==> src/nebula_params.svh <==
// ~~~~~~~~~~~~~~~~~~~~~~~~~~~~~~~~~~~~~~~~
// Nebula shared bus parameters
// ~~~~~~~~~~~~~~~~~~~~~~~~~~~~~~~~~~~~~~~~
`ifndef NEBULA_PARAMS_SVH
`define NEBULA_PARAMS_SVH

// Team designs feeding pads and LA
`define NUM_TEAMS   2
`define NUM_PADS    38              // Breakout board pads

// SRAM depth in 32-bit words
`define SRAM_WORDS  256

// Region bases, 64 KiB each, decoded on bits 31..16
`define SRAM_BASE   32'h3000_0000
`define GPIO_BASE   32'h3001_0000
`define LA_BASE     32'h3002_0000

`endif

==> src/nebula_pkg.sv <==
// ~~~~~~~~~~~~~~~~~~~~~~~~~~~~~~~~~~~~~~~~
// Nebula shared bus types
// ~~~~~~~~~~~~~~~~~~~~~~~~~~~~~~~~~~~~~~~~
`include "nebula_params.svh"

package nebula_pkg;

    // Wishbone bus fields
    typedef logic [31:0] wb_adr_t;
    typedef logic [31:0] wb_dat_t;
    typedef logic [3:0]  wb_sel_t;     // Byte select

    // Team index, 0 or above NUM_TEAMS means default
    typedef logic [3:0] team_sel_t;

    typedef logic [`NUM_PADS-1:0] pad_vec_t;
    typedef logic [127:0]         la_vec_t;    // Four banks of 32 lanes

    // Bus ownership
    typedef enum logic [1:0] {
        ARB_IDLE,
        ARB_M0,     // SoC manager owns the bus
        ARB_M1      // Team manager owns the bus
    } arb_state_t;

endpackage

==> src/wb_decoder.sv <==
// ~~~~~~~~~~~~~~~~~~~~~~~~~~~~~~~~~~~~~~~~
// Wishbone address decoder
// ~~~~~~~~~~~~~~~~~~~~~~~~~~~~~~~~~~~~~~~~
`include "nebula_params.svh"

module wb_decoder (
    input  logic                wb_clk_i,
    input  logic                reset_i,

    // Shared bus from the arbiter
    input  logic                m_cyc_i,
    input  logic                m_stb_i,
    input  nebula_pkg::wb_adr_t m_adr_i,
    output logic                m_ack_o,
    output nebula_pkg::wb_dat_t m_dat_o,

    // Peripheral strobes
    output logic                sram_stb_o,
    output logic                gpio_stb_o,
    output logic                la_stb_o,

    // Peripheral responses
    input  logic                sram_ack_i,
    input  nebula_pkg::wb_dat_t sram_dat_i,
    input  logic                gpio_ack_i,
    input  nebula_pkg::wb_dat_t gpio_dat_i,
    input  logic                la_ack_i,
    input  nebula_pkg::wb_dat_t la_dat_i
);

    localparam nebula_pkg::wb_adr_t SRAM_BASE = `SRAM_BASE;
    localparam nebula_pkg::wb_adr_t GPIO_BASE = `GPIO_BASE;
    localparam nebula_pkg::wb_adr_t LA_BASE   = `LA_BASE;

    logic req;
    logic hit_sram, hit_gpio, hit_la, miss;
    logic dflt_ack;     // Default responder for unmapped space

    assign req      = m_cyc_i & m_stb_i;
    assign hit_sram = (m_adr_i[31:16] == SRAM_BASE[31:16]);
    assign hit_gpio = (m_adr_i[31:16] == GPIO_BASE[31:16]);
    assign hit_la   = (m_adr_i[31:16] == LA_BASE[31:16]);
    assign miss     = ~(hit_sram | hit_gpio | hit_la);

    assign sram_stb_o = req & hit_sram;
    assign gpio_stb_o = req & hit_gpio;
    assign la_stb_o   = req & hit_la;

    // Keeps the bus from hanging on a stray address
    always_ff @(posedge wb_clk_i) begin
        if (reset_i) begin
            dflt_ack <= 1'b0;
        end else begin
            dflt_ack <= req & miss & ~dflt_ack;
        end
    end

    assign m_ack_o = sram_ack_i | gpio_ack_i | la_ack_i | dflt_ack;

    // Only the acking source contributes, default returns zero
    assign m_dat_o = ({32{sram_ack_i}} & sram_dat_i)
                   | ({32{gpio_ack_i}} & gpio_dat_i)
                   | ({32{la_ack_i}}   & la_dat_i);

endmodule

==> config.mk <==
export PLATFORM = sky130hd
export DESIGN_NAME = wb_decoder
export DESIGN_NICKNAME = d
export VERILOG_FILES = /design/src/nebula_pkg.sv /design/src/wb_decoder.sv
export VERILOG_INCLUDE_DIRS = /design/src
export SDC_FILE = /design/constraint.sdc
export NUM_CORES = 1
export LEC_CHECK = 0
export BUFFER_PORTS_ARGS = -buffer_cell sky130_fd_sc_hd__buf_2
export CORE_AREA = 4 4 65 67
export DETAILED_ROUTE_END_ITERATION = 16
export DIE_AREA = 0 0 69 71
export PLACE_DENSITY = 0.71
export SLEW_MARGIN = 30
export SYNTH_ARGS = -nofsm -noshare
export SYNTH_HDL_FRONTEND = slang
export SYNTH_SLANG_ARGS = --single-unit
==> constraint.sdc <==
create_clock -name wb_clk_i -period 1.2 [get_ports wb_clk_i]
set_clock_uncertainty 0.05 [all_clocks]
set_input_delay 0.18 -clock wb_clk_i [delete_from_list [all_inputs] [get_ports wb_clk_i]]
set_output_delay 0.18 -clock wb_clk_i [all_outputs]
set_load 0.03 [all_outputs]
==> flow_metrics.env <==
export IMPL_outcome="finished, violations left"
export IMPL_violations="negative setup slack"
export IMPL_grt_use_met1_pct=18.16
export IMPL_power_density_nw_per_um2=481.7
export IMPL_leakagePower_uw=0.001141
export IMPL_cp_slowest_stage_delay_ns=0.33
export IMPL_timing_critical_path_from="m_adr_i[18]"
export IMPL_die_x_um=69
export IMPL_grt_max_degree=12
export IMPL_path_clk_slew_ns=0
export IMPL_yosysWarnings=0
export IMPL_antenna_cells=0
export IMPL_crit_path_max_fanout=3
export IMPL_synth_cell_types=15
export IMPL_core_area_um2=3633
export IMPL_wire_per_inst_um=16.06
export IMPL_port_buffer_count=154
export IMPL_finalPower_uw=985.5
export IMPL_totalWireLength_um=4803
export IMPL_drtIter0Drc=159
export IMPL_finalCriticalPeriod_ns=1.429
export IMPL_regMostFlops="dflt_ack"
export IMPL_setup_viol=23
export IMPL_drive_above_1_share_pct=72.11
export IMPL_final_max_slew_viol_count=0
export IMPL_grt_ovfl_total=0
export IMPL_top_usage_layer="met2"
export IMPL_start_util_pct=17.94
export IMPL_maxCapViolCount=0
export IMPL_rr_worst_depth=1
export IMPL_syn2layout_area_growth_pct=213.8
export IMPL_place_hpwl_um=3466
export IMPL_final_area_um2=2046
export IMPL_fmax_mhz=699.8
export IMPL_max_slew_margin_pct=77.03
export IMPL_met2_usage_pct=36.97
export IMPL_synth_area_per_cell_um2=7.324
export IMPL_grt_setup_unrepaired="yes"
export IMPL_worstSkewPairLatency_ns=0
export IMPL_syn_nets=224
export IMPL_endpoint="la_stb_o"
export IMPL_reg_top3="dflt_ack (1)"
export IMPL_first_pass_iters=5
export IMPL_track_usage_pct=17.40
export IMPL_grt_pass1_vias=1565
export IMPL_critPathCaptureType="output pin"
export IMPL_via_per_inst=5.060
export IMPL_nets=388
export IMPL_crit_type="primary input to output pin"
export IMPL_vias=1513
export IMPL_min_path_type="primary input to flip-flop"
export IMPL_placedCellCount=292
export IMPL_grt_pass1_wl_um=7265
export IMPL_gp_congestion=0.7882
export IMPL_finalCritPeriodShare_pct=119.1
export IMPL_placed_area_um2=1608
export IMPL_critPathLaunchType="primary input"
export IMPL_crit_required_ns=0.97
export IMPL_worstMarginPinSlew_ns=0.3445
export IMPL_rr_startpoint="dflt_ack"
export IMPL_largest_reg_flops=1
export IMPL_placementRows=22
export IMPL_synth_area_um2=651.9
export IMPL_stdcell_count=299
export IMPL_drc=0
export IMPL_ir_drop_uv=289.8
export IMPL_fin_ws_ns=-0.2289
export IMPL_r2r_end="dflt_ack"
export IMPL_ys_seq_elements=1
export IMPL_cp_slowest_cell="nor4_4"
export IMPL_hold_violations=0
export IMPL_r2r_slack_ns=0.49
export IMPL_synthCells=89
export IMPL_ios=171
export IMPL_crit_chain="buf_2, nor4_4, nand4_4, nor3b_4, buf_6"
export IMPL_die_area_um2=4899
export IMPL_grtUsageMet3_pct=2.841
export IMPL_ant_nets=0
export IMPL_cts_hold_buf=0
export IMPL_die_height_um=71
export IMPL_synth_seq_area_share_pct=3.071
export IMPL_antenna_found_initial=0
export IMPL_cp_arrival_ns=1.20
## critical path: cells and delay by family
family	cells	cell delay (ns)
buffers and inverters	2	0.27
AND/OR/NAND/NOR	3	0.74
## worst min path at each step
stage                        from  endpoint  slack, ns  cells past startpoint
after floorplan           reset_i  dflt_ack       0.21                      1
after global placement    reset_i  dflt_ack       0.30                      2
after detailed placement  reset_i  dflt_ack       0.30                      2
after CTS                 reset_i  dflt_ack       0.30                      2
after global routing      reset_i  dflt_ack       0.31                      2
final                     reset_i  dflt_ack       0.29                      2
## cell usage after synthesis
cell	count	area (µm²)
a211oi_1	1	7.510
a222oi_1	32	320.3
and4bb_1	2	25.02
buf_2	5	25.02
clkbuf_1	6	22.52
dfxtp_1	1	20.02
inv_1	32	120.1
nand2_1	1	3.750
nand4_1	1	6.260
nand4_2	1	12.51
nor3_1	1	5.000
nor3b_2	2	25.02
nor4_4	2	42.54
nor4b_1	1	8.760
or4_1	1	7.510
## repair_timing
item | 4_1_cts | 5_1_grt
pin swaps | 29 | 11
buffers inserted | 0 | 2
cloned | 3 | 2
endpoints found under the setup margin | 37 | 36
resized for setup | 90 | 8
## metrics by stage
stage | setup slack (ns) | setup TNS (ns) | hold slack, ns | util (%)
finish | -0.2289 | -1.120 | 0.2897 | 56.30
global route | -0.2933 | -3.211 | 0.3099 | 56.30
CTS | -0.2482 | -1.025 | 0.2996 | 53.68
detailed placement | -0.2830 | -5.170 | 0.2996 | 44.25
global placement | -0.2501 | -4.385 | 0.2963 | 44.25
floorplan | -0.09184 | -0.2097 | 0.2079 | -
## cells in the final DEF (no fill, tap or decap), types with 3 or more instances in the layout
cell	synthesis	routed
a222oi_1	32	32
buf_12	0	5
buf_16	0	3
buf_2	5	114
buf_4	0	6
buf_6	0	40
buf_8	0	3
inv_1	32	32
## layer usage
layer / wire length (µm) / share of wire (%)
met2: 2694 / 56
met4: 34 / 0.71
met1: 1594 / 33
met5: 0 / 0
met3: 480 / 10
## where the power goes
group	leakage (µW)	total (µW)	switching, µW	internal, µW
Clock	0	0	0	0
Combinational	0.00113	949	454	495
Sequential	0.00000860	36.4	0.810	35.6
Total	0.00114	985	455	531
## cell type report
class / count / area, µm²
Timing Repair Buffer: 173 / 1344
Multi-Input combinational cell: 45 / 500.5
Fill cell: 325 / 1588
Sequential cell: 1 / 21.27
Inverter: 32 / 120.1
Tap cell: 48 / 60.06
## cell families after synthesis
family | synth area share [%]
buffers and inverters | 25.72
AO/OA/AOI/OAI | 50.29
AND/OR/NAND/NOR | 20.92
flip-flops | 3.071
Note: power is estimated with default switching activity, not from simulation.
