### src/nebula_params.svh
// ~~~~~~~~~~~~~~~~~~~~~~~~~~~~~~~~~~~~~~~~
// Nebula shared bus parameters
// ~~~~~~~~~~~~~~~~~~~~~~~~~~~~~~~~~~~~~~~~
`ifndef NEBULA_PARAMS_SVH
`define NEBULA_PARAMS_SVH

// Team designs feeding pads and LA
`define NUM_TEAMS   2
`define NUM_PADS    38              // Breakout board pads

// SRAM depth in 32-bit words
`define SRAM_WORDS  256

// Region bases, 64 KiB each, decoded on bits 31..16
`define SRAM_BASE   32'h3000_0000
`define GPIO_BASE   32'h3001_0000
`define LA_BASE     32'h3002_0000

`endif

### src/nebula_pkg.sv
// ~~~~~~~~~~~~~~~~~~~~~~~~~~~~~~~~~~~~~~~~
// Nebula shared bus types
// ~~~~~~~~~~~~~~~~~~~~~~~~~~~~~~~~~~~~~~~~
`include "nebula_params.svh"

package nebula_pkg;

    // Wishbone bus fields
    typedef logic [31:0] wb_adr_t;
    typedef logic [31:0] wb_dat_t;
    typedef logic [3:0]  wb_sel_t;     // Byte select

    // Team index, 0 or above NUM_TEAMS means default
    typedef logic [3:0] team_sel_t;

    typedef logic [`NUM_PADS-1:0] pad_vec_t;
    typedef logic [127:0]         la_vec_t;    // Four banks of 32 lanes

    // Bus ownership
    typedef enum logic [1:0] {
        ARB_IDLE,
        ARB_M0,     // SoC manager owns the bus
        ARB_M1      // Team manager owns the bus
    } arb_state_t;

endpackage

### src/gpio_control.sv
// ~~~~~~~~~~~~~~~~~~~~~~~~~~~~~~~~~~~~~~~~
// Pad ownership control
// ~~~~~~~~~~~~~~~~~~~~~~~~~~~~~~~~~~~~~~~~
`include "nebula_params.svh"

module gpio_control (
    input  logic                wb_clk_i,
    input  logic                reset_i,

    input  logic                stb_i,
    input  logic                we_i,
    input  nebula_pkg::wb_sel_t sel_i,
    input  nebula_pkg::wb_adr_t adr_i,
    input  nebula_pkg::wb_dat_t dat_i,
    output logic                ack_o,
    output nebula_pkg::wb_dat_t dat_o,

    // Pad vectors of each team, team 1 in the lowest slot
    input  nebula_pkg::pad_vec_t [`NUM_TEAMS-1:0] team_out_i,
    input  nebula_pkg::pad_vec_t [`NUM_TEAMS-1:0] team_oeb_i,
    output nebula_pkg::pad_vec_t pad_out_o,
    output nebula_pkg::pad_vec_t pad_oeb_o          // Active low enable
);

    localparam int NUM_WORDS = (`NUM_PADS + 7) / 8;   // Eight fields per word

    nebula_pkg::team_sel_t pin_sel [`NUM_PADS];
    logic [2:0]            word_idx;
    logic                  word_ok;
    logic                  wr_en;
    nebula_pkg::wb_dat_t   rd_word;

    assign word_idx = adr_i[4:2];
    assign word_ok  = (adr_i[15:5] == '0) && (word_idx < 3'(NUM_WORDS));
    assign wr_en    = stb_i & we_i & ~ack_o & word_ok;

    always_ff @(posedge wb_clk_i) begin
        if (reset_i) begin
            for (int p = 0; p < `NUM_PADS; p++)
                pin_sel[p] <= '0;
        end else if (wr_en) begin
            for (int p = 0; p < `NUM_PADS; p++) begin
                // Each byte lane holds two pin fields
                if (word_idx == 3'(p / 8) && sel_i[(p % 8) / 2])
                    pin_sel[p] <= dat_i[4 * (p % 8) +: 4];
            end
        end
    end

    always_comb begin
        rd_word = '0;
        for (int p = 0; p < `NUM_PADS; p++) begin
            if (word_ok && word_idx == 3'(p / 8))
                rd_word[4 * (p % 8) +: 4] = pin_sel[p];
        end
    end

    always_ff @(posedge wb_clk_i) begin
        if (reset_i) begin
            ack_o <= 1'b0;
        end else begin
            ack_o <= stb_i & ~ack_o;
        end
    end

    always_ff @(posedge wb_clk_i) begin
        if (stb_i && !ack_o) dat_o <= rd_word;
    end

    always_comb begin
        for (int p = 0; p < `NUM_PADS; p++) begin
            pad_out_o[p] = 1'b0;
            pad_oeb_o[p] = 1'b1;        // Unowned pad stays an input
            for (int t = 1; t <= `NUM_TEAMS; t++) begin
                if (pin_sel[p] == nebula_pkg::team_sel_t'(t)) begin
                    pad_out_o[p] = team_out_i[t - 1][p];
                    pad_oeb_o[p] = team_oeb_i[t - 1][p];
                end
            end
        end
    end

endmodule

### config.mk
export PLATFORM = sky130hd
export DESIGN_NAME = gpio_control
export DESIGN_NICKNAME = d
export VERILOG_FILES = /design/src/nebula_pkg.sv /design/src/gpio_control.sv
export VERILOG_INCLUDE_DIRS = /design/src
export SDC_FILE = /design/constraint.sdc
export NUM_CORES = 1
export LEC_CHECK = 0
export ABC_AREA = 1
export BUFFER_PORTS_ARGS = -buffer_cell sky130_fd_sc_hd__buf_2
export CAP_MARGIN = 10
export CORE_MARGIN = 5
export CORE_UTILIZATION = 48
export CTS_BUF_LIST = sky130_fd_sc_hd__clkbuf_8
export DETAILED_ROUTE_END_ITERATION = 6
export GPL_ROUTABILITY_DRIVEN = 1
export PLACE_DENSITY_LB_ADDON = 0.08
export REMOVE_ABC_BUFFERS = 1
export SETUP_SLACK_MARGIN = 0.05
export SLEW_MARGIN = 20
export SYNTH_ARGS = -nofsm -noshare
export SYNTH_HDL_FRONTEND = slang
export SYNTH_SLANG_ARGS = --single-unit
### constraint.sdc
create_clock -name wb_clk_i -period 3 [get_ports wb_clk_i]
set_input_delay 0.15 -clock wb_clk_i [delete_from_list [all_inputs] [get_ports wb_clk_i]]
set_output_delay 0.15 -clock wb_clk_i [all_outputs]
set_load 0.03 [all_outputs]
==> impl_metrics.env <==
export IMPL_status="finished clean"
export IMPL_ys_seq_area_frac=0.5590
export IMPL_routed_wl_um=27310
export IMPL_layout_drive_gt1_share=0.2774
export IMPL_postLayoutCoreUtil=0.6052
export IMPL_switching_share=0.2526
export IMPL_whs_path_depth=3
export IMPL_cts_buffers_inserted=17
export IMPL_tightest_slew_ns=0.9361
export IMPL_slowest_stage="inv_1"
export IMPL_fp_dieW_um=153.8
export IMPL_fmax_ghz=0.5144
export IMPL_dp_hpwl_um=20940
export IMPL_pin_count=333
export IMPL_path_clk_slew_ns=0.10
export IMPL_cts_root_buf="clkbuf_8"
export IMPL_post_route_min_period_ns=1.944
export IMPL_grtUsageMet3=0.04890
export IMPL_post_cts_setup_buffer_count=0
export IMPL_worstPathMaxFanout=22
export IMPL_die_area_sq_um=23640
export IMPL_power_leakage_nw=5.496
export IMPL_post_route_period_util=0.6481
export IMPL_worstRegToRegCells=7
export IMPL_cp_start_kind="primary input"
export IMPL_drc=0
export IMPL_area_growth_pct=23.85
export IMPL_crit_required_ns=3.21
export IMPL_power_density_nw_per_um2=431.2
export IMPL_firstDrtPassIters=6
export IMPL_hold_path_end="pin_sel[3][9]$_SDFFCE_PN0P_"
export IMPL_cp_startpoint="adr_i[10]"
export IMPL_ys_ff_latch=185
export IMPL_crit_path_end_kind="register"
export IMPL_cts_max_level=4
export IMPL_whs_ns=0.03734
export IMPL_hold_start="dat_i[9]"
export IMPL_clock_sink_count=185
export IMPL_relSlewSlack=0.3753
export IMPL_grt_met2_usage=0.3888
export IMPL_r2r_slack_ns=1.18
export IMPL_cts_tree="built"
export IMPL_cap_violations=0
export IMPL_p_int_mw=3.959
export IMPL_netlist_instances=1138
export IMPL_start_util=0.4887
export IMPL_seq_power_share=0.564
export IMPL_worst_skew_pair_late_latency_ns=0.45
export IMPL_critPathArrivalTime_ns=2.15
export IMPL_comb_power_share=0.112
export IMPL_rows=52
export IMPL_grt_busiest_layer="met2"
export IMPL_ant_nets=0
export IMPL_critPathKind="in -> reg"
export IMPL_post_drt_wl_per_cell_um=15.61
export IMPL_place_congestion=0.8470
export IMPL_port_buffers=314
export IMPL_grt_usage=0.2252
export IMPL_hold_viol_final=0
export IMPL_syn_cell_area_sq_um=9920
export IMPL_vdd_ir_drop_max_mv=0.3151
export IMPL_vias=8917
export IMPL_synth_avg_cell_area_sq_um=8.717
export IMPL_max_stage_delay_ns=0.40
export IMPL_fin_nets=1689
export IMPL_use_met1=0.2884
export IMPL_grt_pass1_wl_um=42840
export IMPL_antenna_found_initial=1
export IMPL_switching_power_mw=1.338
export IMPL_grt_setup_unrepaired="false"
export IMPL_drtIter0Drc=651
export IMPL_worstReg2RegStart="ack_o$_SDFF_PP0_"
export IMPL_ys_warn_count=0
export IMPL_critical_path_reg2reg_endpoint="pin_sel[2][19]$_SDFFCE_PN0P_"
export IMPL_grt_pass1_vias=8491
export IMPL_grt_max_degree=40
export IMPL_clockBufferDepth=2
export IMPL_slew_violations=0
export IMPL_hp_class="in -> reg"
export IMPL_fp_dieH_um=153.8
export IMPL_post_cts_resized=0
export IMPL_gr_total_overflow=0
export IMPL_via_per_inst=5.095
export IMPL_synth_cell_type_count=27
export IMPL_setup_viol=0
export IMPL_clock_skew_final_ns=0.01285
export IMPL_clockPowerShare=0.325
export IMPL_crit_chain="buf_2, nor2_1, nand2_1, nor2_4, buf_4, nand2_4, nor2_4, inv_1, nor2_1, a21oi_1"
export IMPL_core_sq_um=20300
-- sequential cells by signal, summed over array words and instances, names as in the netlist --
register / count
pin_sel: 152
dat_o: 32
ack_o: 1
-- per-stage QoR --
step / std cells / worst slack (ns) / setup TNS [ns] / area [sq um] / power (mW)
final: 1750 / 1.056 / 0 / 12290 / 5.297
after detailed placement: 1714 / 0.6396 / 0 / 11850 / 3.637
after global placement: 1714 / 0.6754 / 0 / 11850 / 3.629
after CTS: 1748 / 1.011 / 0 / 12280 / 5.327
after global routing: 1748 / 0.9261 / 0 / 12280 / 5.510
after floorplan: 1105 / -0.3604 / -42.94 / 9732 / 3.342
-- power by group through the flow --
| stage | clock [mW] | combinational, mW | sequential, mW |
|---|---|---|---|
| floorplan | 0 | 0.269 | 3.07 |
| global placement | 0 | 0.587 | 3.04 |
| detailed placement | 0 | 0.593 | 3.04 |
| CTS | 1.74 | 0.597 | 2.98 |
| global route | 1.86 | 0.651 | 3.00 |
| finish | 1.72 | 0.591 | 2.99 |
-- layout make-up --
type	count	area, sq um
Timing Repair Buffer	341	1779
Fill cell	1838	8014
Inverter	174	663.1
Clock inverter	15	175.2
Multi-Input combinational cell	746	3546
Clock buffer	17	234.0
Antenna cell	2	5.005
Tap cell	270	337.8
Sequential cell	185	5545
-- cells by family (layout without fill, tap and decap cells) --
family	Yosys count	after routing	share of synthesized area
AO/OA/AOI/OAI	145	145	0.07896
buffers and inverters	207	547	0.08577
AND/OR/NAND/NOR	601	601	0.2762
flip-flops	185	185	0.5590
other	0	2	0
-- repair_timing --
item,4_1_cts,5_1_grt
endpoints found under the hold margin,1,0
setup endpoints to repair,0,0
hold buffers,2,0
-- critical path: cells and delay by family --
family | cells | cell delay [ns]
AOI/OAI and AO/OA | 1 | 0.08
and+or+nand+nor | 6 | 1.13
buffers and inverters | 3 | 0.79
-- worst max path at each step --
stage	to	slack, ns	cells past startpoint
floorplan	pin_sel[0][0]$_SDFFCE_PN0P_	-0.36	5
global placement	dat_o[12]$_DFFE_PP_	0.68	10
detailed placement	dat_o[2]$_DFFE_PP_	0.64	10
CTS	pad_out_o[10]	1.01	4
global route	pad_out_o[10]	0.93	4
finish	dat_o[22]$_DFFE_PP_	1.06	10
-- per-layer routing --
layer | vias up | wire length, um
met5 | - | 7
met4 | 2 | 339
met3 | 31 | 1849
met2 | 310 | 13620
met1 | 4096 | 11500
li1 | 4478 | -
-- synth_stat cells, drive strengths merged --
cell type  number  area [sq um]
edfxtp        184          5525
dfxtp           1         20.02
o22ai          40         250.2
o2111ai         2         17.52
a21oi          51         255.2
nand2         138         560.5
inv           174         663.1
clkbuf          6         22.52
buf            27         165.2
nor3            2         21.27
nor2          303          1170
nand4          46         302.8
nand3         112         685.7
o21ai          52         260.3
-- placed cells by master, fill, tap and decap left out, drive strengths merged --
cell type    Yosys  layout
nand3          112     112
o22ai           40      40
clkinvlp         0       1
dlygate4sd3      0       2
o2111ai          2       2
buf             27     339
o21ai           52      52
nor2           303     303
nor3             2       2
clkbuf           6      17
dfxtp            1       1
bufinv           0       3
edfxtp         184     184
nand4           46      46
a21oi           51      51
nand2          138     138
inv            174     178
diode            0       2
clkinv           0       7
Note: power is estimated with default switching activity, not from simulation.
