File: config.mk
export PLATFORM = sky130hd
export DESIGN_NAME = la_control
export DESIGN_NICKNAME = d
export VERILOG_FILES = /design/src/nebula_pkg.sv /design/src/la_control.sv
export VERILOG_INCLUDE_DIRS = /design/src
export SDC_FILE = /design/constraint.sdc
export NUM_CORES = 1
export LEC_CHECK = 0
export BUFFER_PORTS_ARGS = -buffer_cell sky130_fd_sc_hd__buf_2
export CORE_AREA = 3 3 187 189
export CTS_BUF_LIST = sky130_fd_sc_hd__clkbuf_2 sky130_fd_sc_hd__clkbuf_4 sky130_fd_sc_hd__clkbuf_8
export CTS_CLUSTER_SIZE = 40
export DETAILED_ROUTE_END_ITERATION = 10
export DIE_AREA = 0 0 190 192
export MAX_ROUTING_LAYER = met4
export PLACE_DENSITY_LB_ADDON = 0.15
export SLEW_MARGIN = 20
export SYNTH_ARGS = -nofsm -noshare
export SYNTH_HDL_FRONTEND = slang
export SYNTH_SLANG_ARGS = --single-unit
File: constraint.sdc
create_clock -name wb_clk_i -period 2.6 [get_ports wb_clk_i]
set_input_delay 0.78 -clock wb_clk_i [delete_from_list [all_inputs] [get_ports wb_clk_i]]
set_output_delay 0.78 -clock wb_clk_i [all_outputs]
set_load 0.01 [all_outputs]
File: src/nebula_params.svh
// ~~~~~~~~~~~~~~~~~~~~~~~~~~~~~~~~~~~~~~~~
// Nebula shared bus parameters
// ~~~~~~~~~~~~~~~~~~~~~~~~~~~~~~~~~~~~~~~~
`ifndef NEBULA_PARAMS_SVH
`define NEBULA_PARAMS_SVH

// Team designs feeding pads and LA
`define NUM_TEAMS   2
`define NUM_PADS    38              // Breakout board pads

// SRAM depth in 32-bit words
`define SRAM_WORDS  256

// Region bases, 64 KiB each, decoded on bits 31..16
`define SRAM_BASE   32'h3000_0000
`define GPIO_BASE   32'h3001_0000
`define LA_BASE     32'h3002_0000

`endif

File: src/nebula_pkg.sv
// ~~~~~~~~~~~~~~~~~~~~~~~~~~~~~~~~~~~~~~~~
// Nebula shared bus types
// ~~~~~~~~~~~~~~~~~~~~~~~~~~~~~~~~~~~~~~~~
`include "nebula_params.svh"

package nebula_pkg;

    // Wishbone bus fields
    typedef logic [31:0] wb_adr_t;
    typedef logic [31:0] wb_dat_t;
    typedef logic [3:0]  wb_sel_t;     // Byte select

    // Team index, 0 or above NUM_TEAMS means default
    typedef logic [3:0] team_sel_t;

    typedef logic [`NUM_PADS-1:0] pad_vec_t;
    typedef logic [127:0]         la_vec_t;    // Four banks of 32 lanes

    // Bus ownership
    typedef enum logic [1:0] {
        ARB_IDLE,
        ARB_M0,     // SoC manager owns the bus
        ARB_M1      // Team manager owns the bus
    } arb_state_t;

endpackage

File: src/la_control.sv
// ~~~~~~~~~~~~~~~~~~~~~~~~~~~~~~~~~~~~~~~~
// Logic analyzer bank control
// ~~~~~~~~~~~~~~~~~~~~~~~~~~~~~~~~~~~~~~~~
`include "nebula_params.svh"

module la_control (
    input  logic                wb_clk_i,
    input  logic                reset_i,

    input  logic                stb_i,
    input  logic                we_i,
    input  nebula_pkg::wb_sel_t sel_i,
    input  nebula_pkg::wb_adr_t adr_i,
    input  nebula_pkg::wb_dat_t dat_i,
    output logic                ack_o,
    output nebula_pkg::wb_dat_t dat_o,

    input  nebula_pkg::la_vec_t [`NUM_TEAMS-1:0] team_la_i,
    output nebula_pkg::la_vec_t la_out_o
);

    localparam int BANKS = 4;
    localparam int LANES = 32;      // Lanes per bank

    nebula_pkg::team_sel_t bank_sel [BANKS];
    nebula_pkg::wb_dat_t   rd_word;
    logic                  wr_en;

    // Single register at offset 0, bank k in byte k
    assign wr_en = stb_i & we_i & ~ack_o & (adr_i[15:2] == '0);

    always_ff @(posedge wb_clk_i) begin
        if (reset_i) begin
            for (int k = 0; k < BANKS; k++)
                bank_sel[k] <= '0;
        end else if (wr_en) begin
            for (int k = 0; k < BANKS; k++)
                if (sel_i[k]) bank_sel[k] <= dat_i[8 * k +: 4];
        end
    end

    always_comb begin
        rd_word = '0;
        for (int k = 0; k < BANKS; k++)
            rd_word[8 * k +: 4] = bank_sel[k];
        if (adr_i[15:2] != '0) rd_word = '0;
    end

    always_ff @(posedge wb_clk_i) begin
        if (reset_i) begin
            ack_o <= 1'b0;
        end else begin
            ack_o <= stb_i & ~ack_o;
        end
    end

    always_ff @(posedge wb_clk_i) begin
        if (stb_i && !ack_o) dat_o <= rd_word;
    end

    always_comb begin
        la_out_o = '0;
        for (int k = 0; k < BANKS; k++) begin
            for (int t = 1; t <= `NUM_TEAMS; t++) begin
                if (bank_sel[k] == nebula_pkg::team_sel_t'(t))
                    la_out_o[LANES * k +: LANES] = team_la_i[t - 1][LANES * k +: LANES];
            end
        end
    end

endmodule

==> flow_metrics.env, run 1 <==
export IMPL_p_per_area_mw_per_mm2=265.5
export IMPL_ys_seq_area_share_pct=33.26
export IMPL_post_cts_buffers=0
export IMPL_start_util_pct=8.817
export IMPL_cp_end_kind="output pin"
export IMPL_synth_seq_cells=33
export IMPL_coreArea_mm2=0.03345
export IMPL_grt_pass1_wl_um=23360
export IMPL_die_h_um=192
export IMPL_clock_tree_root_cell="clkbuf_8"
export IMPL_hold_violations=0
export IMPL_dieWidth_um=190
export IMPL_yosysWarnings=0
export IMPL_finalSetupViolations=0
export IMPL_cp_max_fo=32
export IMPL_synth_cell_types=22
export IMPL_postPlaceCellArea_mm2=0.005763
export IMPL_finalNetCount=1034
export IMPL_totalWireLength_um=16940
export IMPL_drc=0
export IMPL_final_cell_mix="438 x buf_2, 128 x a22o_1, 32 x edfxtp_1"
export IMPL_required_ns=1.82
export IMPL_min_path_type="flop to flop"
export IMPL_post_drt_wl_per_cell_um=14.63
export IMPL_first_pass_iters=4
export IMPL_gp_congestion=0.7003
export IMPL_fin_crit_ns=2.479
export IMPL_timing_fmax_ghz=0.4033
export IMPL_path_clk_slew_ns=0.07
export IMPL_numPortBuffers=438
export IMPL_antenna_left=0
export IMPL_drive_above_1_share_pct=68.32
export IMPL_netlist_area_mm2=0.002949
export IMPL_ctsHoldBuffers=0
export IMPL_grt_usage_pct=8.373
export IMPL_cts_resized=0
export IMPL_cts_buffers_inserted=5
export IMPL_hpwl_um=14340
export IMPL_start_kind="flop"
export IMPL_p_leak_uw=0.003057
export IMPL_num_rows=67
export IMPL_outcome="finished, final reports clean"
export IMPL_tritoncts="yes"
export IMPL_timing_final_crit_share_pct=95.36
export IMPL_worstPathArrival_ns=1.70
export IMPL_final_cell_area_mm2=0.005857
export IMPL_ir_drop_v=0.0001268
export IMPL_layout_commonest_cell="buf_2"
export IMPL_vias=4037
export IMPL_maxCapViolCount=0
export IMPL_ios=489
export IMPL_fin_util_pct=17.51
export IMPL_cts_sinks=33
export IMPL_drv_slew=0
export IMPL_nFillCells=3808
export IMPL_clockBufferDepth=2
export IMPL_netlist_instances=279
export IMPL_insertion_delay_ns=0.29
export IMPL_antenna_found_initial=3
export IMPL_drt_iter0_markers=161
export IMPL_grt_max_degree=33
export IMPL_tns_ns=0
export IMPL_dieArea_mm2=0.03648
export IMPL_viasPerCell=3.486
export IMPL_criticalPathCategory="flop to output pin"
export IMPL_avgSynthCellArea_um2=10.57
export IMPL_first_global_vias=4011
export IMPL_rsz0062_at_grt="false"
export IMPL_syn2layout_area_growth_pct=98.60
export IMPL_overflow=0
export IMPL_htreeDepth=2
export IMPL_finClkSkew_ns=0.01058
[cell usage after synthesis, drive strengths merged]
master  number  share of area [%]
a22o       128                 38
a41o         4                1.4
and2        16                3.4
and4         1               0.30
buf         44                9.0
clkbuf       3               0.38
conb         1               0.13
dfxtp        1               0.68
edfxtp      32                 33
nand2        1               0.13
nand2b       1               0.21
nand3       12                2.0
nand3b       4                1.0
nand4        1               0.42
nor2         1               0.13
nor2b        2               0.42
nor3        16                4.4
nor4         3                1.3
nor4b        8                4.1
[routing by layer]
metal / GRT usage [%] / vias to the layer above / part of all wire (%)
met1: 9.897 / 1850 / 40
met4: 1.052 / 0 / 0.56
li1: - / 1989 / -
met2: 15.02 / 189 / 53
met3: 1.789 / 9 / 7.1
met5: - / - / 0
[cells by family after synthesis]
logic type	share of synthesized area, %
compound gates	39.37
buf+inv	9.419
simple gates	17.82
other cells	0.1272
flops	33.26
[registers in the layout, indices dropped and copies added (netlist names)]
register  cells
ack_o         1
dat_o        16
bank_sel     16
[final cells by class]
type,instances,area [µm²],area share [%]
timing repair buffer,452,2397,40.93
multi-input combinational,214,1824,31.15
sequential,33,980.9,16.75
tap,448,560.5,9.571
clock buffer,6,76.32,1.303
clock inverter,2,10.01,0.1709
antenna,3,7.507,0.1282
[metrics by stage]
stage	power [µW]	hold slack [ns]	instances	setup WS [ns]
final	1555	0.6598	1158	0.1206
after global routing	1655	0.6966	1158	0.006224
after CTS	1591	0.6618	1155	0.07418
after detailed placement	1179	0.6493	1147	0.2280
after global placement	1183	0.6467	1147	0.2432
after floorplan	832.0	0.5628	294	0.5018
[power breakdown]
group          switching (µW)  total, µW  internal [µW]
Clock                     200        397            196
Combinational             243        534            291
Sequential               21.1        624            603
Total                     465       1560           1090
[critical path, stage by stage, from the launching register on]
cell,delay [ns]
edfxtp_1,0.50
nor4b_4,0.38
buf_12,0.23
a22o_1,0.17
buf_2,0.14
[worst paths after layout]
check / startpoint / to / slack (ns) / depth (start not counted)
setup reg to reg: ack_o / bank_sel[3][0] / 1.25 / 4
hold reg to reg: bank_sel[0][1] / dat_o[1] / 0.66 / 1
setup / recovery: bank_sel[1][3] / la_out_o[60] / 0.12 / 4
hold / removal: bank_sel[0][1] / dat_o[1] / 0.66 / 1
Power figures use the tool's default switching activity.
==> run 2, diff against run 1 <==
--- a/config.mk
+++ b/config.mk
@@ -6,12 +6,13 @@
 export SDC_FILE = /design/constraint.sdc
 export NUM_CORES = 1
 export LEC_CHECK = 0
+export ABC_AREA = 1
 export BUFFER_PORTS_ARGS = -buffer_cell sky130_fd_sc_hd__buf_2
-export CORE_AREA = 3 3 187 189
+export CORE_AREA = 3 3 189 191
 export CTS_BUF_LIST = sky130_fd_sc_hd__clkbuf_2 sky130_fd_sc_hd__clkbuf_4 sky130_fd_sc_hd__clkbuf_8
 export CTS_CLUSTER_SIZE = 40
 export DETAILED_ROUTE_END_ITERATION = 10
-export DIE_AREA = 0 0 190 192
+export DIE_AREA = 0 0 192 194
 export MAX_ROUTING_LAYER = met4
 export PLACE_DENSITY_LB_ADDON = 0.15
 export SLEW_MARGIN = 20
==> run 2 against run 1 <==
Against the previous run: clock skew down 0.00079 ns; maximum frequency up 1.2%; critical path depth up 1; synthesized cell count up 100%; non-clock buffer count up 1; hold slack worse by 0.15 ns; cell count up 25%; clock-buffer cell count down 1; critical path type unchanged; largest power group unchanged.
==> flow_metrics.env, run 2 <==
export IMPL_cts_buffers_inserted=5
export IMPL_rsz0062_at_grt="false"
export IMPL_synth_fa_ha_area_share_pct=0
export IMPL_path_cells="nor2_1 > nand3_1 > buf_4 > o22ai_1 > buf_2"
export IMPL_yosys_top_cells_count="290 x inv_1, 128 x o22ai_1, 32 x edfxtp_1"
export IMPL_drc=0
export IMPL_synth_edf_count=32
export IMPL_dieWidth_um=192
export IMPL_criticalPathCategory="flop to output pin"
export IMPL_hold_violations=0
export IMPL_worstPathArrival_ns=1.67
export IMPL_synth_flop_cell="edfxtp_1"
export IMPL_synth_compound_area_share_pct=22.57
export IMPL_postPlaceCellArea_mm2=0.006250
export IMPL_first_pass_iters=4
export IMPL_ir_drop_v=0.0001191
export IMPL_numPortBuffers=438
export IMPL_first_global_vias=4458
export IMPL_avgSynthCellArea_um2=6.289
export IMPL_gp_congestion=0.7634
export IMPL_clockBufferDepth=2
export IMPL_antenna_found_initial=1
export IMPL_totalWireLength_um=17540
export IMPL_die_h_um=194
export IMPL_insertion_delay_ns=0.30
export IMPL_finalNetCount=1324
export IMPL_post_drt_wl_per_cell_um=12.07
export IMPL_finClkSkew_ns=0.009782
export IMPL_fin_util_pct=18.48
export IMPL_synthMuxAreaShare_pct=0
export IMPL_required_ns=1.82
export IMPL_netlist_instances=564
export IMPL_synth_xor_area_share_pct=0
export IMPL_grt_usage_pct=8.824
export IMPL_async_flop_share_pct=0
export IMPL_min_path_type="flop to flop"
export IMPL_netlist_area_mm2=0.003547
export IMPL_cpLargestDelayFamily="buffers and inverters"
export IMPL_outcome="finished, final reports clean"
export IMPL_top_regs="bank_sel (16), dat_o (16), ack_o (1)"
export IMPL_final_cell_mix="438 x buf_2, 290 x inv_1, 128 x o22ai_1"
export IMPL_overflow=0
export IMPL_syn2layout_area_growth_pct=78.66
export IMPL_drive_above_1_share_pct=48.14
export IMPL_setup_slack_ns=0.1495
export IMPL_p_leak_uw=0.004270
export IMPL_maxCapViolCount=0
export IMPL_ys_top_cells_by_area="inv_1 31%, edfxtp_1 27%, o22ai_1 23%, buf_4 3.4%, clkbuf_1 2.6%"
export IMPL_coreArea_mm2=0.03429
export IMPL_ctsHoldBuffers=0
export IMPL_dieArea_mm2=0.03725
export IMPL_max_stage_delay_ns=0.38
export IMPL_synth_cell_types=20
export IMPL_cts_sinks=33
export IMPL_tns_ns=0
export IMPL_layout_commonest_cell="buf_2"
export IMPL_path_clk_slew_ns=0.07
export IMPL_antenna_left=0
export IMPL_finalSetupViolations=0
export IMPL_timing_fmax_ghz=0.4081
export IMPL_ios=489
export IMPL_timing_final_crit_share_pct=94.25
export IMPL_drv_slew=0
export IMPL_num_rows=68
export IMPL_grt_max_degree=33
export IMPL_final_cell_area_mm2=0.006337
export IMPL_grt_pass1_wl_um=24590
export IMPL_synth_simple_area_share_pct=12.49
export IMPL_ys_seq_area_share_pct=27.65
export IMPL_tritoncts="yes"
export IMPL_synth_seq_cells=33
export IMPL_yosysWarnings=0
export IMPL_synth_top_area_share_pct=30.69
export IMPL_vias=4818
export IMPL_start_util_pct=10.35
export IMPL_drt_iter0_markers=117
export IMPL_viasPerCell=3.316
export IMPL_cp_max_fo=32
export IMPL_yosysMostFrequentCell="inv_1"
export IMPL_crit_buf_inv=2
export IMPL_p_per_area_mw_per_mm2=246.9
export IMPL_hpwl_um=14980
export IMPL_yosysTopAreaCell="inv_1"
export IMPL_clock_tree_root_cell="clkbuf_8"
export IMPL_cp_end_kind="output pin"
export IMPL_synth_top_family_by_area="buffers and inverters"
export IMPL_p_total_uw=1565
export IMPL_htreeDepth=2
export IMPL_nFillCells=3931
export IMPL_start_kind="flop"
export IMPL_place_worst_setup_slack_ns=0.4300
export IMPL_fin_crit_ns=2.450
export IMPL_worst_path_max_delay_cell="edfxtp_1"
## run 2: timing repair
action | 4_1_cts | 5_1_grt
endpoints found under the hold margin | 0 | 0
endpoints found under the setup margin | 0 | 7
buffers inserted | 0 | 0
resized for setup | 0 | 1
## run 2: per-stage QoR
step,hold WS [ns],std cells
after floorplan,0.5233,579
after global placement,0.5048,1444
after detailed placement,0.5051,1444
after CTS,0.5208,1452
after global routing,0.5525,1453
final,0.5142,1453
## run 2: layout make-up
| type | count | area (µm²) | share of cell area, % |
|---|---|---|---|
| Timing Repair Buffer | 453 | 2308 | 36.43 |
| Multi-Input combinational cell | 213 | 1306 | 20.61 |
| Inverter | 290 | 1089 | 17.18 |
| Sequential cell | 33 | 980.9 | 15.48 |
| Tap cell | 455 | 569.3 | 8.983 |
| Clock buffer | 5 | 68.82 | 1.086 |
| Clock inverter | 3 | 12.51 | 0.1974 |
| Antenna cell | 1 | 2.502 | 0.03949 |
## run 2: power by group
group,switching (µW),leakage [µW],internal (µW)
logic,288,0.00389,283
registers,8.11,0.000335,602
clock network,204,0.0000430,180
total,500,0.00427,1070
## run 2: cell families (layout without fill, tap and decap cells)
group,count (synthesis),after routing
AO/OA/AOI/OAI,128,128
buffers and inverters,333,751
flip-flops,33,33
AND/OR/NAND/NOR,69,69
other,1,17
## run 2: per-layer routing
layer	global-route usage (%)	vias up	wire length (µm)	part of all wire (%)
met4	2.509	0	299	1.7
met1	9.420	2057	6643	38
li1	-	2535	-	-
met3	2.007	17	1506	8.6
met5	-	-	0	0
met2	16.17	209	9095	52
## run 2: final timing paths
kind              slack (ns)            from  cells past startpoint        endpoint
hold / removal          0.51           ack_o                      1           ack_o
setup reg to reg        1.20           ack_o                      4  bank_sel[1][3]
setup / recovery        0.15  bank_sel[3][3]                      5   la_out_o[109]
hold reg to reg         0.51           ack_o                      1           ack_o
==> run 3, diff against run 2 <==
==> constraint.sdc (replaced) <==
create_clock -name wb_clk_i -period 2.5 [get_ports wb_clk_i]
set_input_delay 0.75 -clock wb_clk_i [delete_from_list [all_inputs] [get_ports wb_clk_i]]
set_output_delay 0.75 -clock wb_clk_i [all_outputs]
set_load 0.01 [all_outputs]
==> run 3 against run 2 <==
Against the previous run: total power up 5.6%; cell count is essentially flat; register-to-register slack worse by 0.12 ns; core utilization up 0.11 points; sequential power increased by 3.9%; combinational power rose by 4.4%; critical endpoint is now la_out_o[110].
==> flow_metrics.env, run 3 (synthesis results as in run 2) <==
export IMPL_required_ns=1.75
export IMPL_ir_drop_v=0.0001256
export IMPL_clockBufferDepth=2
export IMPL_vias=4813
export IMPL_gp_congestion=0.7579
export IMPL_final_cell_mix="438 x buf_2, 290 x inv_1, 125 x o22ai_1"
export IMPL_overflow=0
export IMPL_path_clk_slew_ns=0.07
export IMPL_outcome="finished, final reports clean"
export IMPL_tritoncts="yes"
export IMPL_antenna_cells=0
export IMPL_min_from="ack_o"
export IMPL_drt_iter0_markers=125
export IMPL_timing_fmax_ghz=0.4189
export IMPL_cpLargestDelayFamily="buffers and inverters"
export IMPL_antenna_found_initial=0
export IMPL_grt_max_degree=33
export IMPL_fin_util_pct=18.59
export IMPL_clock_tree_root_cell="clkbuf_8"
export IMPL_viasPerCell=3.310
export IMPL_dieArea_mm2=0.03725
export IMPL_top_usage_layer="met2"
export IMPL_worst_path_max_delay_cell="edfxtp_1"
export IMPL_syn2layout_area_growth_pct=79.68
export IMPL_layout_commonest_cell="buf_2"
export IMPL_antenna_left=0
export IMPL_fin_crit_ns=2.387
export IMPL_use_met3_pct=1.718
export IMPL_numPortBuffers=438
export IMPL_cp_max_fo=23
export IMPL_tns_ns=0
export IMPL_maxCapViolCount=0
export IMPL_die_h_um=194
export IMPL_r2r_slack_ns=1.08
export IMPL_finalSetupViolations=0
export IMPL_htreeDepth=2
export IMPL_finClkSkew_ns=0.005876
export IMPL_grt_pass1_wl_um=24210
export IMPL_ctsHoldBuffers=0
export IMPL_drc=0
export IMPL_grt_usage_pct=8.713
export IMPL_timing_final_crit_share_pct=95.50
export IMPL_p_leak_uw=0.004291
export IMPL_r2r_start="ack_o"
export IMPL_first_global_vias=4432
export IMPL_drive_above_1_share_pct=48.75
export IMPL_timing_hold_ws_ns=0.5193
export IMPL_grtUsageMet1_pct=9.434
export IMPL_rsz0062_at_grt="false"
export IMPL_post_drt_wl_per_cell_um=12.14
export IMPL_setup_worst_path_start="bank_sel[3][3]"
export IMPL_cp_end_kind="output pin"
export IMPL_hold_violations=0
export IMPL_hpwl_um=14940
export IMPL_nFillCells=3970
export IMPL_path_cells="nor2_1 > nand3_1 > buf_4 > buf_4 > o22ai_1 > buf_2"
export IMPL_final_cells=1454
export IMPL_worstPathArrival_ns=1.64
export IMPL_totalWireLength_um=17650
export IMPL_num_rows=68
export IMPL_post_place_cells=1446
export IMPL_cts_buffers_inserted=5
export IMPL_insertion_delay_ns=0.30
export IMPL_start_util_pct=10.35
export IMPL_criticalPathCategory="flop to output pin"
export IMPL_drv_slew=0
export IMPL_start_kind="flop"
export IMPL_p_total_uw=1653
export IMPL_first_pass_iters=4
export IMPL_finalNetCount=1326
export IMPL_coreArea_mm2=0.03429
export IMPL_max_stage_delay_ns=0.39
export IMPL_cts_sinks=33
export IMPL_p_per_area_mw_per_mm2=259.3
export IMPL_cpMostUsedCell="buf_4"
export IMPL_top_regs="bank_sel (16), dat_o (16), ack_o (1)"
export IMPL_min_path_type="flop to flop"
export IMPL_dieWidth_um=192
export IMPL_crit_buf_inv=3
export IMPL_ios=489
export IMPL_met2_usage_pct=16.06
export IMPL_post_cts_buffers=0
## run 3: cell types whose count changed in the layout (fill, tap and decap cells not counted), moves of 2 or more
cell / delta
o22ai_1: -3
buf_4: +2
o22ai_2: +3
clkinv_1: -2
## run 3: worst paths after layout
check,endpoint,cells after the start
worst max register to register,bank_sel[1][3],4
worst min-delay path,ack_o,1
worst min register to register,ack_o,1
worst max-delay path,la_out_o[110],6
## run 3: cell type report
class	instances	area [µm²]	area share, %
multi-input cells	213	1325	20.79
repair buffers	455	2323	36.45
clock inverters	2	10.01	0.1570
clock buffers	6	76.32	1.197
well taps	455	569.3	8.932
inverters	290	1089	17.08
flip-flops and latches	33	980.9	15.39
## run 3: through the flow
stage / worst slack (ns) / cell area (µm²)
5_1_grt: 0.005263 / 6374
4_1_cts: 0.002836 / 6351
3_5_place_dp: 0.3509 / 6265
2_1_floorplan: 0.6292 / 3603
3_3_place_gp: 0.3568 / 6265
6_report: 0.1126 / 6374
## run 3: power by group
group          internal, µW  total (µW)  switching (µW)  leakage [µW]
logic                   296         596             300       0.00391
clock network           204         422             218     0.0000484
registers               626         634            8.69      0.000335
## run 3: routing by layer
layer	wire length [µm]	vias up
met4	260	0
met5	0	-
met2	8995	215
li1	-	2540
met3	1420	14
met1	6968	2044
## run 3: repair_timing
item	4_1_cts	5_1_grt
endpoints found under the setup margin	0	11
resized for setup	0	4
hold endpoints to repair	0	0
